--- config.mk ---
export PLATFORM = sky130hd
export DESIGN_NAME = a78_mem_top
export DESIGN_NICKNAME = d
export VERILOG_FILES = /design/src/a78_pkg.sv /design/src/mem_req_if.sv /design/src/a78_mem_top.sv /design/src/cart_loader_fsm.sv /design/src/paddle_timer.sv /design/src/sdram_port_mux.sv
export VERILOG_INCLUDE_DIRS = /design/src
export SDC_FILE = /design/constraint.sdc
export NUM_CORES = 1
export LEC_CHECK = 0
export BUFFER_PORTS_ARGS = -buffer_cell sky130_fd_sc_hd__buf_2
export CAP_MARGIN = 5
export CELL_PAD_IN_SITES_DETAIL_PLACEMENT = 1
export CELL_PAD_IN_SITES_GLOBAL_PLACEMENT = 1
export CORE_ASPECT_RATIO = 1.75
export CORE_MARGIN = 5
export CORE_UTILIZATION = 42
export CTS_BUF_LIST = sky130_fd_sc_hd__clkbuf_4 sky130_fd_sc_hd__clkbuf_8
export CTS_CLUSTER_DIAMETER = 50
export DETAILED_ROUTE_END_ITERATION = 12
export GPL_TIMING_DRIVEN = 0
export PLACE_DENSITY_LB_ADDON = 0.1
export SLEW_MARGIN = 30
export SYNTH_ARGS = -nofsm -noshare
export SYNTH_HDL_FRONTEND = slang
export SYNTH_SLANG_ARGS = --single-unit
--- constraint.sdc ---
create_clock -name clk_sys -period 3.79 [get_ports clk_sys]
set_input_delay 0.758 -clock clk_sys [delete_from_list [all_inputs] [get_ports clk_sys]]
set_output_delay 0.758 -clock clk_sys [all_outputs]
set_load 0.1 [all_outputs]
--- src/a78_defines.svh ---
`ifndef A78_DEFINES_SVH
`define A78_DEFINES_SVH

// Bus widths
`define A78_DL_ADDR_W    27
`define A78_SD_ADDR_W    25
`define A78_BYTE_W       8

// 7800 cartridge image header
`define A78_HDR_LEN      128
`define A78_OFS_FLAGS_HI 53
`define A78_OFS_FLAGS_LO 54
`define A78_OFS_REGION   57   // 0 NTSC, 1 PAL
`define A78_OFS_SAVE     58   // 0 none, 1 high score cart, 2 savekey
`define A78_OFS_XM       63

// SDRAM region prefixes, placed in the top address bits
`define A78_BIOS_BASE    8'b1000_0001
`define A78_CRAM_BASE    5'b10000

// Clocks per paddle position step
`define A78_PAD_SCALE    4

`endif

--- src/a78_pkg.sv ---
`default_nettype none

`include "a78_defines.svh"

package a78_pkg;

	// Download classes, decoded from the download index
	typedef enum logic [1:0] {
		NONE,
		CART,
		BIOS,
		PALETTE
	} dl_kind_e;

	// Cartridge loader states
	typedef enum logic [1:0] {
		IDLE,
		HEADER,     // Bytes 0..127 of a 7800 image
		BODY,
		TIA_BODY    // 2600 image, no header
	} ld_state_e;

	// Fields parsed from the cartridge header
	typedef struct packed {
		logic        is_7800;   // Bytes 1..5 spell ATARI
		logic        tia_mode;
		logic [15:0] flags;
		logic [7:0]  region;
		logic [7:0]  save;
		logic [7:0]  xm;        // Bit 0 set for XM carts
	} cart_info_t;

	typedef logic [`A78_SD_ADDR_W-1:0] sd_addr_t;

endpackage

`default_nettype wire

--- src/mem_req_if.sv ---
`timescale 1ns/1ps
`default_nettype none

`include "a78_defines.svh"

// One memory request from the download side towards the SDRAM mux
interface mem_req_if import a78_pkg::*; ();

	sd_addr_t               addr;
	logic                   rd;
	logic                   wr;      // One-cycle strobe
	logic [`A78_BYTE_W-1:0] wdata;
	dl_kind_e               kind;    // Class of the running download

	modport loader (
		output addr, rd, wr, wdata, kind
	);

	modport mux (
		input addr, rd, wr, wdata, kind
	);

endinterface

`default_nettype wire

--- src/a78_mem_top.sv ---
`timescale 1ns/1ps
`default_nettype none

`include "a78_defines.svh"

module a78_mem_top import a78_pkg::*; (
	input  wire                      clk_sys,
	input  wire                      i_rst_n,

	input  wire                      i_dl_active,
	input  wire                      i_dl_wr,
	input  wire [`A78_DL_ADDR_W-1:0] i_dl_addr,
	input  wire [`A78_BYTE_W-1:0]    i_dl_data,
	input  wire [7:0]                i_dl_index,

	input  wire                      i_cram_rd,
	input  wire                      i_cram_wr,
	input  wire [17:0]               i_cram_addr,
	input  wire [`A78_BYTE_W-1:0]    i_cram_wdata,
	input  wire                      i_bios_sel,
	input  wire [15:0]               i_bios_addr,
	input  wire                      i_cart_rd,
	input  wire [21:0]               i_cart_addr,

	input  wire [3:0][7:0]           i_paddle_pos,
	input  wire                      i_dump_n,

	output wire [`A78_SD_ADDR_W-1:0] o_sd_addr,
	output wire                      o_sd_rd,
	output wire                      o_sd_wr,
	output wire [`A78_BYTE_W-1:0]    o_sd_wdata,

	output wire [31:0]               o_cart_size,
	output wire [14:0]               o_bios_mask,
	output wire                      o_cart_is_7800,
	output wire                      o_tia_mode,
	output wire [15:0]               o_cart_flags,
	output wire [7:0]                o_cart_region,
	output wire [7:0]                o_cart_save,
	output wire [7:0]                o_cart_xm,
	output wire                      o_cart_loaded,
	output wire [3:0]                o_pad
);

	cart_info_t info;
	mem_req_if  dl_req ();

	// ==========================================================
	// Memory loading
	// ==========================================================
	cart_loader_fsm u_loader (
		.clk_sys       (clk_sys),
		.i_rst_n       (i_rst_n),
		.i_dl_active   (i_dl_active),
		.i_dl_wr       (i_dl_wr),
		.i_dl_addr     (i_dl_addr),
		.i_dl_data     (i_dl_data),
		.i_dl_index    (i_dl_index),
		.o_info        (info),
		.o_cart_size   (o_cart_size),
		.o_bios_mask   (o_bios_mask),
		.o_cart_loaded (o_cart_loaded),
		.o_req         (dl_req.loader)
	);

	sdram_port_mux u_mux (
		.clk_sys      (clk_sys),
		.i_rst_n      (i_rst_n),
		.i_dl_req     (dl_req.mux),
		.i_bios_mask  (o_bios_mask),   // Mask from the last BIOS load
		.i_cram_rd    (i_cram_rd),
		.i_cram_wr    (i_cram_wr),
		.i_cram_addr  (i_cram_addr),
		.i_cram_wdata (i_cram_wdata),
		.i_bios_sel   (i_bios_sel),
		.i_bios_addr  (i_bios_addr),
		.i_cart_rd    (i_cart_rd),
		.i_cart_addr  (i_cart_addr),
		.o_sd_addr    (o_sd_addr),
		.o_sd_rd      (o_sd_rd),
		.o_sd_wr      (o_sd_wr),
		.o_sd_wdata   (o_sd_wdata)
	);

	assign o_cart_is_7800 = info.is_7800;
	assign o_tia_mode     = info.tia_mode;
	assign o_cart_flags   = info.flags;
	assign o_cart_region  = info.region;
	assign o_cart_save    = info.save;
	assign o_cart_xm      = info.xm;

	// Paddles, one timer each and a shared dump line
	for (genvar gi = 0; gi < 4; gi++) begin : g_pad
		paddle_timer u_pad (
			.clk_sys  (clk_sys),
			.i_rst_n  (i_rst_n),
			.i_pos    (i_paddle_pos[gi]),
			.i_dump_n (i_dump_n),
			.o_pad    (o_pad[gi])
		);
	end

endmodule

`default_nettype wire

--- src/cart_loader_fsm.sv ---
`timescale 1ns/1ps
`default_nettype none

`include "a78_defines.svh"

module cart_loader_fsm import a78_pkg::*; (
	input  wire                      clk_sys,
	input  wire                      i_rst_n,
	input  wire                      i_dl_active,
	input  wire                      i_dl_wr,
	input  wire [`A78_DL_ADDR_W-1:0] i_dl_addr,
	input  wire [`A78_BYTE_W-1:0]    i_dl_data,
	input  wire [7:0]                i_dl_index,
	output cart_info_t               o_info,
	output logic [31:0]              o_cart_size,
	output logic [14:0]              o_bios_mask,
	output logic                     o_cart_loaded,
	mem_req_if.loader                o_req
);

	dl_kind_e    kind_c;
	ld_state_e   st_q;
	logic        cart_dl;
	logic        hdr_wr;
	logic [31:0] hdr_q;       // Header bytes 1..4
	sd_addr_t    wr_addr_c;

	// ==========================================================
	// Download classification
	// ==========================================================
	always_comb begin
		kind_c = NONE;
		if (i_dl_active) begin
			if (i_dl_index[5:0] == 6'd1)
				kind_c = CART;
			else if ((i_dl_index[5:0] == 6'd0 && i_dl_index[7:6] == 2'd0) ||
					i_dl_index[5:0] == 6'd2)
				kind_c = BIOS;
			else if (i_dl_index[5:0] == 6'd3)
				kind_c = PALETTE;
		end
	end

	assign cart_dl = (kind_c == CART);
	assign hdr_wr  = (st_q == HEADER) && i_dl_wr;

	// 7800 images are stored without their header
	assign wr_addr_c = (cart_dl && o_info.is_7800 && i_dl_addr >= `A78_HDR_LEN) ?
		sd_addr_t'(i_dl_addr - `A78_HDR_LEN) : sd_addr_t'(i_dl_addr);

	// ==========================================================
	// Loader FSM and header parsing
	// ==========================================================
	always_ff @(posedge clk_sys) begin
		if (!i_rst_n) begin
			st_q          <= IDLE;
			o_info        <= '0;
			o_cart_size   <= 32'h0000_8000;   // 32K default
			o_bios_mask   <= '0;
			o_cart_loaded <= 1'b0;
		end else begin
			case (st_q)
				IDLE: begin
					if (cart_dl) begin
						o_info          <= '0;   // Fresh image
						o_info.tia_mode <= (i_dl_index[7:6] != 2'd0);
						o_cart_loaded   <= 1'b1;
						st_q            <= (i_dl_index[7:6] != 2'd0) ? TIA_BODY : HEADER;
					end
				end
				HEADER: begin
					if (!cart_dl)
						st_q <= IDLE;
					else if (i_dl_wr && i_dl_addr == `A78_HDR_LEN - 1)
						st_q <= BODY;
				end
				BODY, TIA_BODY: begin
					if (!cart_dl)
						st_q <= IDLE;
				end
				default: st_q <= IDLE;
			endcase

			if (hdr_wr) begin
				case (i_dl_addr)
					5:                 o_info.is_7800     <= ({hdr_q, i_dl_data} == "ATARI");
					`A78_OFS_FLAGS_HI: o_info.flags[15:8] <= i_dl_data;
					`A78_OFS_FLAGS_LO: o_info.flags[7:0]  <= i_dl_data;
					`A78_OFS_REGION:   o_info.region      <= i_dl_data;
					`A78_OFS_SAVE:     o_info.save        <= i_dl_data;
					`A78_OFS_XM:       o_info.xm          <= i_dl_data;
					default: ;
				endcase
			end

			if (cart_dl && i_dl_wr)
				o_cart_size <= 32'(i_dl_addr) + 32'd1 -
					(o_info.is_7800 ? 32'(`A78_HDR_LEN) : 32'd0);
			if (kind_c == BIOS && i_dl_wr)
				o_bios_mask <= i_dl_addr[14:0];   // BIOS image is a power of two
		end
	end

	// ==========================================================
	// Registered download request
	// ==========================================================
	always_ff @(posedge clk_sys) begin
		if (!i_rst_n) begin
			o_req.wr   <= 1'b0;
			o_req.kind <= NONE;
		end else begin
			o_req.wr   <= i_dl_wr;
			o_req.kind <= kind_c;
		end
	end

	always_ff @(posedge clk_sys) begin
		o_req.addr  <= wr_addr_c;
		o_req.wdata <= i_dl_data;
		if (hdr_wr) begin
			case (i_dl_addr)
				1: hdr_q[31:24] <= i_dl_data;
				2: hdr_q[23:16] <= i_dl_data;
				3: hdr_q[15:8]  <= i_dl_data;
				4: hdr_q[7:0]   <= i_dl_data;
				default: ;
			endcase
		end
	end

	assign o_req.rd = 1'b0;   // Downloads only write

	a_no_hdr_in_tia: assert property (@(posedge clk_sys) disable iff (!i_rst_n)
		o_info.tia_mode |-> st_q != HEADER);

	a_wr_has_kind: assert property (@(posedge clk_sys) disable iff (!i_rst_n)
		o_req.wr |-> o_req.kind != NONE);

endmodule

`default_nettype wire

--- src/paddle_timer.sv ---
`timescale 1ns/1ps
`default_nettype none

`include "a78_defines.svh"

module paddle_timer (
	input  wire       clk_sys,
	input  wire       i_rst_n,
	input  wire [7:0] i_pos,      // Signed stick position
	input  wire       i_dump_n,   // Low holds the pot capacitor discharged
	output logic      o_pad
);

	logic [7:0]  pos_u;
	logic [10:0] target;
	logic [10:0] cnt_q;

	// Offset binary, -128 maps to 0
	assign pos_u  = {~i_pos[7], i_pos[6:0]};
	assign target = (11'(pos_u) + 11'd1) * 11'(`A78_PAD_SCALE);

	// ==========================================================
	// Charge timer
	// ==========================================================
	always_ff @(posedge clk_sys) begin
		if (!i_rst_n) begin
			cnt_q <= '0;
			o_pad <= 1'b0;
		end else if (!i_dump_n) begin
			cnt_q <= '0;    // Dumped
			o_pad <= 1'b0;
		end else begin
			if (!o_pad)
				cnt_q <= cnt_q + 11'd1;   // Stops once charged
			if (cnt_q == target)
				o_pad <= 1'b1;
		end
	end

	// Output stays low for as long as the dump is held
	a_pad_low_in_dump: assert property (@(posedge clk_sys) disable iff (!i_rst_n)
		(!i_dump_n && $past(!i_dump_n)) |-> !o_pad);

endmodule

`default_nettype wire

--- src/sdram_port_mux.sv ---
`timescale 1ns/1ps
`default_nettype none

`include "a78_defines.svh"

module sdram_port_mux import a78_pkg::*; (
	input  wire                      clk_sys,
	input  wire                      i_rst_n,
	mem_req_if.mux                   i_dl_req,
	input  wire [14:0]               i_bios_mask,
	input  wire                      i_cram_rd,
	input  wire                      i_cram_wr,
	input  wire [17:0]               i_cram_addr,
	input  wire [`A78_BYTE_W-1:0]    i_cram_wdata,
	input  wire                      i_bios_sel,
	input  wire [15:0]               i_bios_addr,
	input  wire                      i_cart_rd,
	input  wire [21:0]               i_cart_addr,
	output sd_addr_t                 o_sd_addr,
	output logic                     o_sd_rd,
	output logic                     o_sd_wr,
	output logic [`A78_BYTE_W-1:0]   o_sd_wdata
);

	logic                   dl_cart;
	logic                   dl_bios;
	logic                   dl_any;
	sd_addr_t               addr_c;
	logic                   rd_c;
	logic                   wr_c;
	logic [`A78_BYTE_W-1:0] wdata_c;

	assign dl_cart = (i_dl_req.kind == CART);
	assign dl_bios = (i_dl_req.kind == BIOS);
	assign dl_any  = dl_cart || dl_bios;   // Palette never touches SDRAM

	// Priority select, downloads first
	assign addr_c = dl_cart                  ? i_dl_req.addr :
	                dl_bios                  ? {`A78_BIOS_BASE, 17'(i_dl_req.addr[14:0])} :
	                (i_cram_rd || i_cram_wr) ? {`A78_CRAM_BASE, 20'(i_cram_addr)} :
	                i_bios_sel               ? {`A78_BIOS_BASE,
	                                            17'(i_bios_addr[14:0] & i_bios_mask)} :
	                                           sd_addr_t'(i_cart_addr);

	assign rd_c    = (i_cart_rd && !dl_any) || i_cram_rd || i_dl_req.rd;
	assign wr_c    = dl_any ? i_dl_req.wr : i_cram_wr;
	assign wdata_c = dl_any ? i_dl_req.wdata : i_cram_wdata;

	always_ff @(posedge clk_sys) begin
		if (!i_rst_n) begin
			o_sd_addr  <= '0;
			o_sd_rd    <= 1'b0;
			o_sd_wr    <= 1'b0;
			o_sd_wdata <= '0;
		end else begin
			o_sd_addr  <= addr_c;
			o_sd_rd    <= rd_c;
			o_sd_wr    <= wr_c;
			o_sd_wdata <= wdata_c;
		end
	end

	// Requesters never ask for a read and a write together
	a_rd_wr_excl: assert property (@(posedge clk_sys) disable iff (!i_rst_n)
		!(o_sd_rd && o_sd_wr));

endmodule

`default_nettype wire

==> metrics.txt, run 1 <==
CP required=4.22 ns; Finish-stage setup viols=0; DRT iter0 DRCs=458; Syn Nets=1499; setup TNS=0 ns; Buffers on Ports=265; post-synthesis mux area share=0.0258; register area=0.00518 mm²; f_max=0.276 GHz; antenna violation net count after detailed routing=0; critical path start-end classification=in2reg; xor/xnor share of the synthesized area=0.0818; Max IR drop VDD=0.224 mV; Leak=6.04 nW; Setup Skew=0.0272 ns; buffer depth of the longest clock path=3; Max-slew headroom=0.381; slowest cell on the critical path=o41ai_4; Worst Hold Launch=i_dl_addr[4]; initial antenna violation count=6; most frequent cells in the layout=buf_2 (281), dfxtp_1 (211), nand2_1 (148); Syn Std Cell Area=0.0121 mm²; Die ar.=0.0324 mm²; Post-CTS Setup Inserts=0; post-synthesis sequential area ratio=0.429; Min Clock Period, post-route=3.63 ns; slowest stage delay, CP=0.53 ns; EDFF count, synth=32; grt ovf=0; post-DP HPWL=34600 µm; Min-Delay Path Class=in2reg; Fin. Hold Viols=0; largest net degree at the start of global routing=12; area of the multi-input gates=0.00643 mm²; #FFs+latches synth=243; Yosys cell types=84; Post-Synth Adder-Cell Area=0.0228; GRT Total Usage=0.257; root cell of the clock tree=clkbuf_8; Syn-to-layout area delta=21.4%; Final Cycle Share=0.957; post-DR wirelength/cell=21.2 µm; CP startpoint=i_dl_addr[0]; compound-cell area share of the yosys netlist=0.131; reg2reg start=u_loader.o_info[41]$_SDFF_PN0_; Clock Sinks=243; I/O Pins=277; crit end category=register; die width=138 µm; die height=234 µm; post-synthesis simple-gate area fraction=0.270; status=finished clean; nets=1803; pwr/cell area=381 mW/mm²; syn avg cell area=9.09 µm²; Least-Margin Pin Slew=0.928 ns; via count=11.1k; crit path launch type=primary input; post-synthesis cell count=1329; final WL=43400 µm; Most used DFF post-synth=dfxtp_1; RSZ-0062 raised after global routing=no; H-tree depth=2; Num CTS Buffers=37; first-pass GRT wire length=65500 µm; row cnt=82; clock slew seen by the registers of the worst setup and hold paths=0.07 ns; drt via density=5.42; max-slew violations=0; crit-path max FO=8; max cap viols=0; kind of cell adding the most delay to the critical path=compound AO/OA/AOI/OAI gates; GP Congestion=0.923; Remaining DRCs=0; main combinational cell family by area after synthesis=simple AND/OR/NAND/NOR gates; Starting Density=0.424; fillcell total=3541; R2R Setup Slk=0.87 ns; layout cell share with drive strength beyond 1=0.247; Synthesis Warnings=0; router iterations before antenna repair=5; CP cell instances=buf_2 -> ha_1 -> and3_1 -> buf_2 -> nand3_1 -> xnor2_1 -> ha_1 -> inv_1 -> o41ai_4 -> o31ai_2 -> nor4_4 -> a211oi_1 -> a311o_1; share of async-settable or async-resettable flops after synthesis=0; leading cell type in the layout, fill and taps excluded=buf_2; CP bufs+invs=3; CTS tree=built; Clock Latency Late Sink=0.56 ns; core region area=0.0285 mm²; vias in the first global route=11.8k; power consumption=5.59 mW; Worst EP arrival=4.06 ns; post-cts hold buffer count=0
worst paths after layout:
| check | cells past startpoint | end |
|---|---|---|
| worst max-delay path | 13 | u_loader.o_cart_size[27]$_SDFFE_PN0P_ |
| worst min-delay path | 1 | u_loader.o_req.addr[4]$_DFF_P_ |
| worst max register to register | 8 | u_loader.o_cart_size[27]$_SDFFE_PN0P_ |
| worst min register to register | 2 | u_loader.o_cart_size[26]$_SDFFE_PN0P_ |
cell families (layout without fill, tap and decap cells):
kind of cell             after synthesis  after routing
flip-flops                           243            243
other                                  0              7
buffers and inverters                104            436
XOR/XNOR                             112            112
multiplexers                          31             31
adder cells (fa/ha/maj)               22             22
AO/OA/AOI/OAI                        219            219
AND/OR/NAND/NOR                      598            598
synth_stat cells (22+ instances only):
| library cell | n | area share |
|---|---|---|
| and2_1 | 28 | 0.014 |
| o21ai_0 | 46 | 0.019 |
| mux2i_1 | 30 | 0.025 |
| xor2_1 | 46 | 0.033 |
| inv_1 | 25 | 0.0078 |
| xnor2_1 | 65 | 0.047 |
| a21boi_0 | 36 | 0.022 |
| a21oi_1 | 31 | 0.013 |
| nor2b_1 | 44 | 0.023 |
| ha_1 | 22 | 0.023 |
| nor2_1 | 85 | 0.026 |
| nand3_1 | 119 | 0.049 |
| nand2_1 | 148 | 0.046 |
| dfxtp_1 | 211 | 0.35 |
| and3_1 | 22 | 0.011 |
| clkbuf_1 | 46 | 0.014 |
| edfxtp_1 | 32 | 0.080 |
metal layers:
metal,GRT usage,vias to the layer above,part of all wire
met3,0.0453,119,0.043
met4,0.157,0,0.059
met1,0.234,5377,0.33
met2,0.520,328,0.57
li1,-,5272,-
met5,0,-,0
stage by stage:
stage / cells / setup slack [ns] / hold slack [ns] / instance area [µm²] / util
floorplan: 1329 / 0.417 / 0.429 / 12100 / -
global placement: 1972 / -0.423 / 0.440 / 13900 / 0.487
detailed placement: 1972 / -0.481 / 0.451 / 13900 / 0.487
CTS: 2039 / 0.0959 / 0.282 / 14700 / 0.514
global route: 2044 / 0.0663 / 0.302 / 14700 / 0.514
finish: 2046 / 0.164 / 0.324 / 14700 / 0.515
sequential cells by signal, indices dropped and copies added, names as in the netlist:
register / flops
g_pad.u_pad.o_pad: 4
u_loader.st_q: 2
u_loader.o_bios_mask: 15
u_loader.o_info: 42
u_loader.o_cart_loaded: 1
u_loader.o_req.kind: 2
u_mux.o_sd_rd: 1
g_pad.u_pad.cnt_q: 44
u_loader.o_cart_size: 32
u_loader.hdr_q: 32
u_mux.o_sd_addr: 25
u_mux.o_sd_wr: 1
u_loader.o_req.addr: 25
u_loader.o_req.wr: 1
u_loader.o_req.wdata: 8
u_mux.o_sd_wdata: 8
where the power goes:
| part | internal [mW] | switching (mW) |
|---|---|---|
| logic | 0.193 | 0.463 |
| clock network | 1.22 | 1.04 |
| registers | 2.65 | 0.0196 |
| total | 4.06 | 1.52 |
final cells by class:
type | count | share of cell area
flip-flops and latches | 243 | 0.353
clock inverters | 9 | 0.00298
multi-input cells | 982 | 0.438
inverters | 25 | 0.00639
repair buffers | 265 | 0.0904
plain buffers | 79 | 0.0262
diodes | 7 | 0.00119
well taps | 378 | 0.0322
clock buffers | 58 | 0.0493
repair_timing:
action	4_1_cts	5_1_grt
endpoints found under the setup margin	0	4
resized for setup	0	0
hold endpoints to repair	0	0
Power figures use the tool's default switching activity.
==> inputs of run 2 (changes only) <==
ABC_AREA = 1   (was default)
CORE_UTILIZATION = 40   (was 42)
==> run 2 against run 1 <==
Effect of this change: final cell count rose by 13%; wire length rose by 5.5%; sequential share of layout area barely moved; critical path depth fell by 5; flip-flop and latch count did not move; sequential power barely moved; global-route usage rose by 0.85 points; final area barely moved; critical endpoint is now u_mux.o_sd_addr[15]$_SDFF_PN0_.
==> metrics.txt, run 2 <==
initial antenna violation count=3; core region area=0.0294 mm²; die height=239 µm; slowest stage delay, CP=0.65 ns; most used standard cell by instance count after synthesis=nand2_1; Yosys cell types=49; Internal=4.32 mW; Num CTS Buffers=40; Top reg by flops=g_pad.u_pad.cnt_q; register area=0.00518 mm²; Leak=6.37 nW; Syn-to-layout area delta=22.9%; post-cts hold buffer count=0; grt ovf=0; share of async-settable or async-resettable flops after synthesis=0; fillcell total=3834; GRT Total Usage=0.266; row cnt=83; layout cell share with drive strength beyond 1=0.230; Setup Skew=0.0215 ns; clock network power share=0.435; Syn Nets=1754; DRT iter0 DRCs=346; GP Congestion=0.962; Finish-stage setup viols=0; post-DP HPWL=36800 µm; I/O Pins=277; max-slew violations=0; kind of cell adding the most delay to the critical path=simple AND/OR/NAND/NOR gates; Post-Synth Adder-Cell Area=0.0231; Min Clock Period, post-route=2.95 ns; H-tree depth=2; most frequent cells in the layout=buf_2 (281), nand2_1 (278), dfxtp_1 (211); #FFs+latches synth=243; compound-cell area share of the yosys netlist=0.140; EDFF count, synth=32; power consumption=5.95 mW; syn avg cell area=7.54 µm²; Max-slew headroom=0.410; Clock Sinks=243; xor/xnor share of the synthesized area=0.0477; Die ar.=0.0335 mm²; post-synthesis mux area share=0; RSZ-0062 raised after global routing=no; critical path start-end classification=in2reg; Combinational Power Share=0.116; status=finished clean; post-synthesis cell count=1584; Final Cycle Share=0.779; largest net degree at the start of global routing=12; Fin. Hold Viols=0; Clock Latency Late Sink=0.56 ns; Buffers on Ports=267; antenna violation net count after detailed routing=0; die width=141 µm; post-DR wirelength/cell=19.8 µm; Least-Margin Pin Slew=0.878 ns; area of the multi-input gates=0.00580 mm²; buffer depth of the longest clock path=3; Worst EP arrival=3.43 ns; post-synth top area share=0.354; setup TNS=0 ns; top cells by count, synth=nand2_1 (278), dfxtp_1 (211), nor2_1 (172); top flop regs=g_pad.u_pad.cnt_q x44, u_loader.o_info x42; largest area contributor in the netlist=dfxtp_1; main combinational cell family by area after synthesis=simple AND/OR/NAND/NOR gates; clock slew seen by the registers of the worst setup and hold paths=0.06 ns; first-pass GRT wire length=69600 µm; max cap viols=0; Min-Delay Path Class=in2reg; CP cell instances=buf_2 -> nor2_1 -> clkinv_1 -> nor2_1 -> nand2_1 -> inv_1 -> nand2_1 -> a31oi_1; vias in the first global route=13.0k; Max IR drop VDD=0.310 mV; drt via density=5.19; CP bufs+invs=3; root cell of the clock tree=clkbuf_8; final WL=45800 µm; CP required=4.27 ns; f_max=0.339 GHz; max FFs per register=44; top post-synthesis cells by area=dfxtp_1 (35%), nand2_1 (8.7%), edfxtp_1 (8.0%); crit path launch type=primary input; Synthesis Warnings=0; post-cts sizing count=0; leading cell type in the layout, fill and taps excluded=buf_2; nets=2063; net switching power=1.63 mW; crit end category=register; post-synthesis sequential area ratio=0.434; slowest cell on the critical path=nor2_1; Syn Std Cell Area=0.0119 mm²; R2R Setup Slk=1.51 ns; sequential power share=0.449; post-synthesis simple-gate area fraction=0.274; via count=12.0k; Starting Density=0.406; router iterations before antenna repair=5; final core occ=0.499; CTS tree=built; Remaining DRCs=0; Sw Share=0.274; Most used DFF post-synth=dfxtp_1; pwr/cell area=406 mW/mm²; crit-path max FO=8; Post-CTS Setup Inserts=0
==> run 2: power groups by stage <==
stage / sequential [mW] / combinational [mW] / clock (mW)
after detailed placement: 2.73 / 0.691 / 0
after floorplan: 2.89 / 0.258 / 0
after global placement: 2.73 / 0.681 / 0
final: 2.67 / 0.691 / 2.59
after global routing: 2.67 / 0.743 / 2.76
after CTS: 2.67 / 0.696 / 2.66
==> run 2: worst paths after layout <==
path / startpoint / to / depth (start not counted)
setup reg to reg: u_loader.st_q[0]$_SDFFE_PN0P_ / u_loader.hdr_q[3]$_DFFE_PP_ / 4
hold / removal: i_dl_addr[2] / u_loader.o_req.addr[2]$_DFF_P_ / 1
setup / recovery: i_cram_wr / u_mux.o_sd_addr[15]$_SDFF_PN0_ / 8
hold reg to reg: u_loader.o_req.addr[22]$_DFF_P_ / u_mux.o_sd_addr[22]$_SDFF_PN0_ / 2
==> run 2: layer usage <==
layer	global-route usage	part of all wire	up-vias
li1	-	-	5837
met1	0.248	0.33	5746
met2	0.542	0.58	275
met3	0.0342	0.033	120
met4	0.141	0.054	2
met5	0	0.00028	-
==> run 2: cells by family after synthesis <==
family / after synthesis
AOI/OAI and AO/OA: 304
xor gates and xnor gates: 65
adders and majority gates: 22
buffers and inverters: 243
DFF: 243
and+or+nand+nor: 707
==> run 2: cell type report <==
class / count / share of cell area
Multi-Input combinational cell: 1098 / 0.395
Sequential cell: 243 / 0.353
Timing Repair Buffer: 267 / 0.0911
Clock buffer: 59 / 0.0515
Inverter: 184 / 0.0471
Tap cell: 382 / 0.0326
Buffer: 59 / 0.0184
Clock inverter: 14 / 0.0101
Antenna cell: 2 / 0.000341
==> run 2: through the flow <==
stage | instance area, µm² | hold slack, ns | std cells | setup WS (ns)
after global routing | 14700 | 0.295 | 2307 | 0.789
after CTS | 14700 | 0.283 | 2306 | 0.943
final | 14700 | 0.327 | 2308 | 0.838
after global placement | 13800 | 0.400 | 2233 | 0.331
after floorplan | 11900 | 0.394 | 1584 | 1.02
after detailed placement | 13800 | 0.408 | 2233 | 0.348
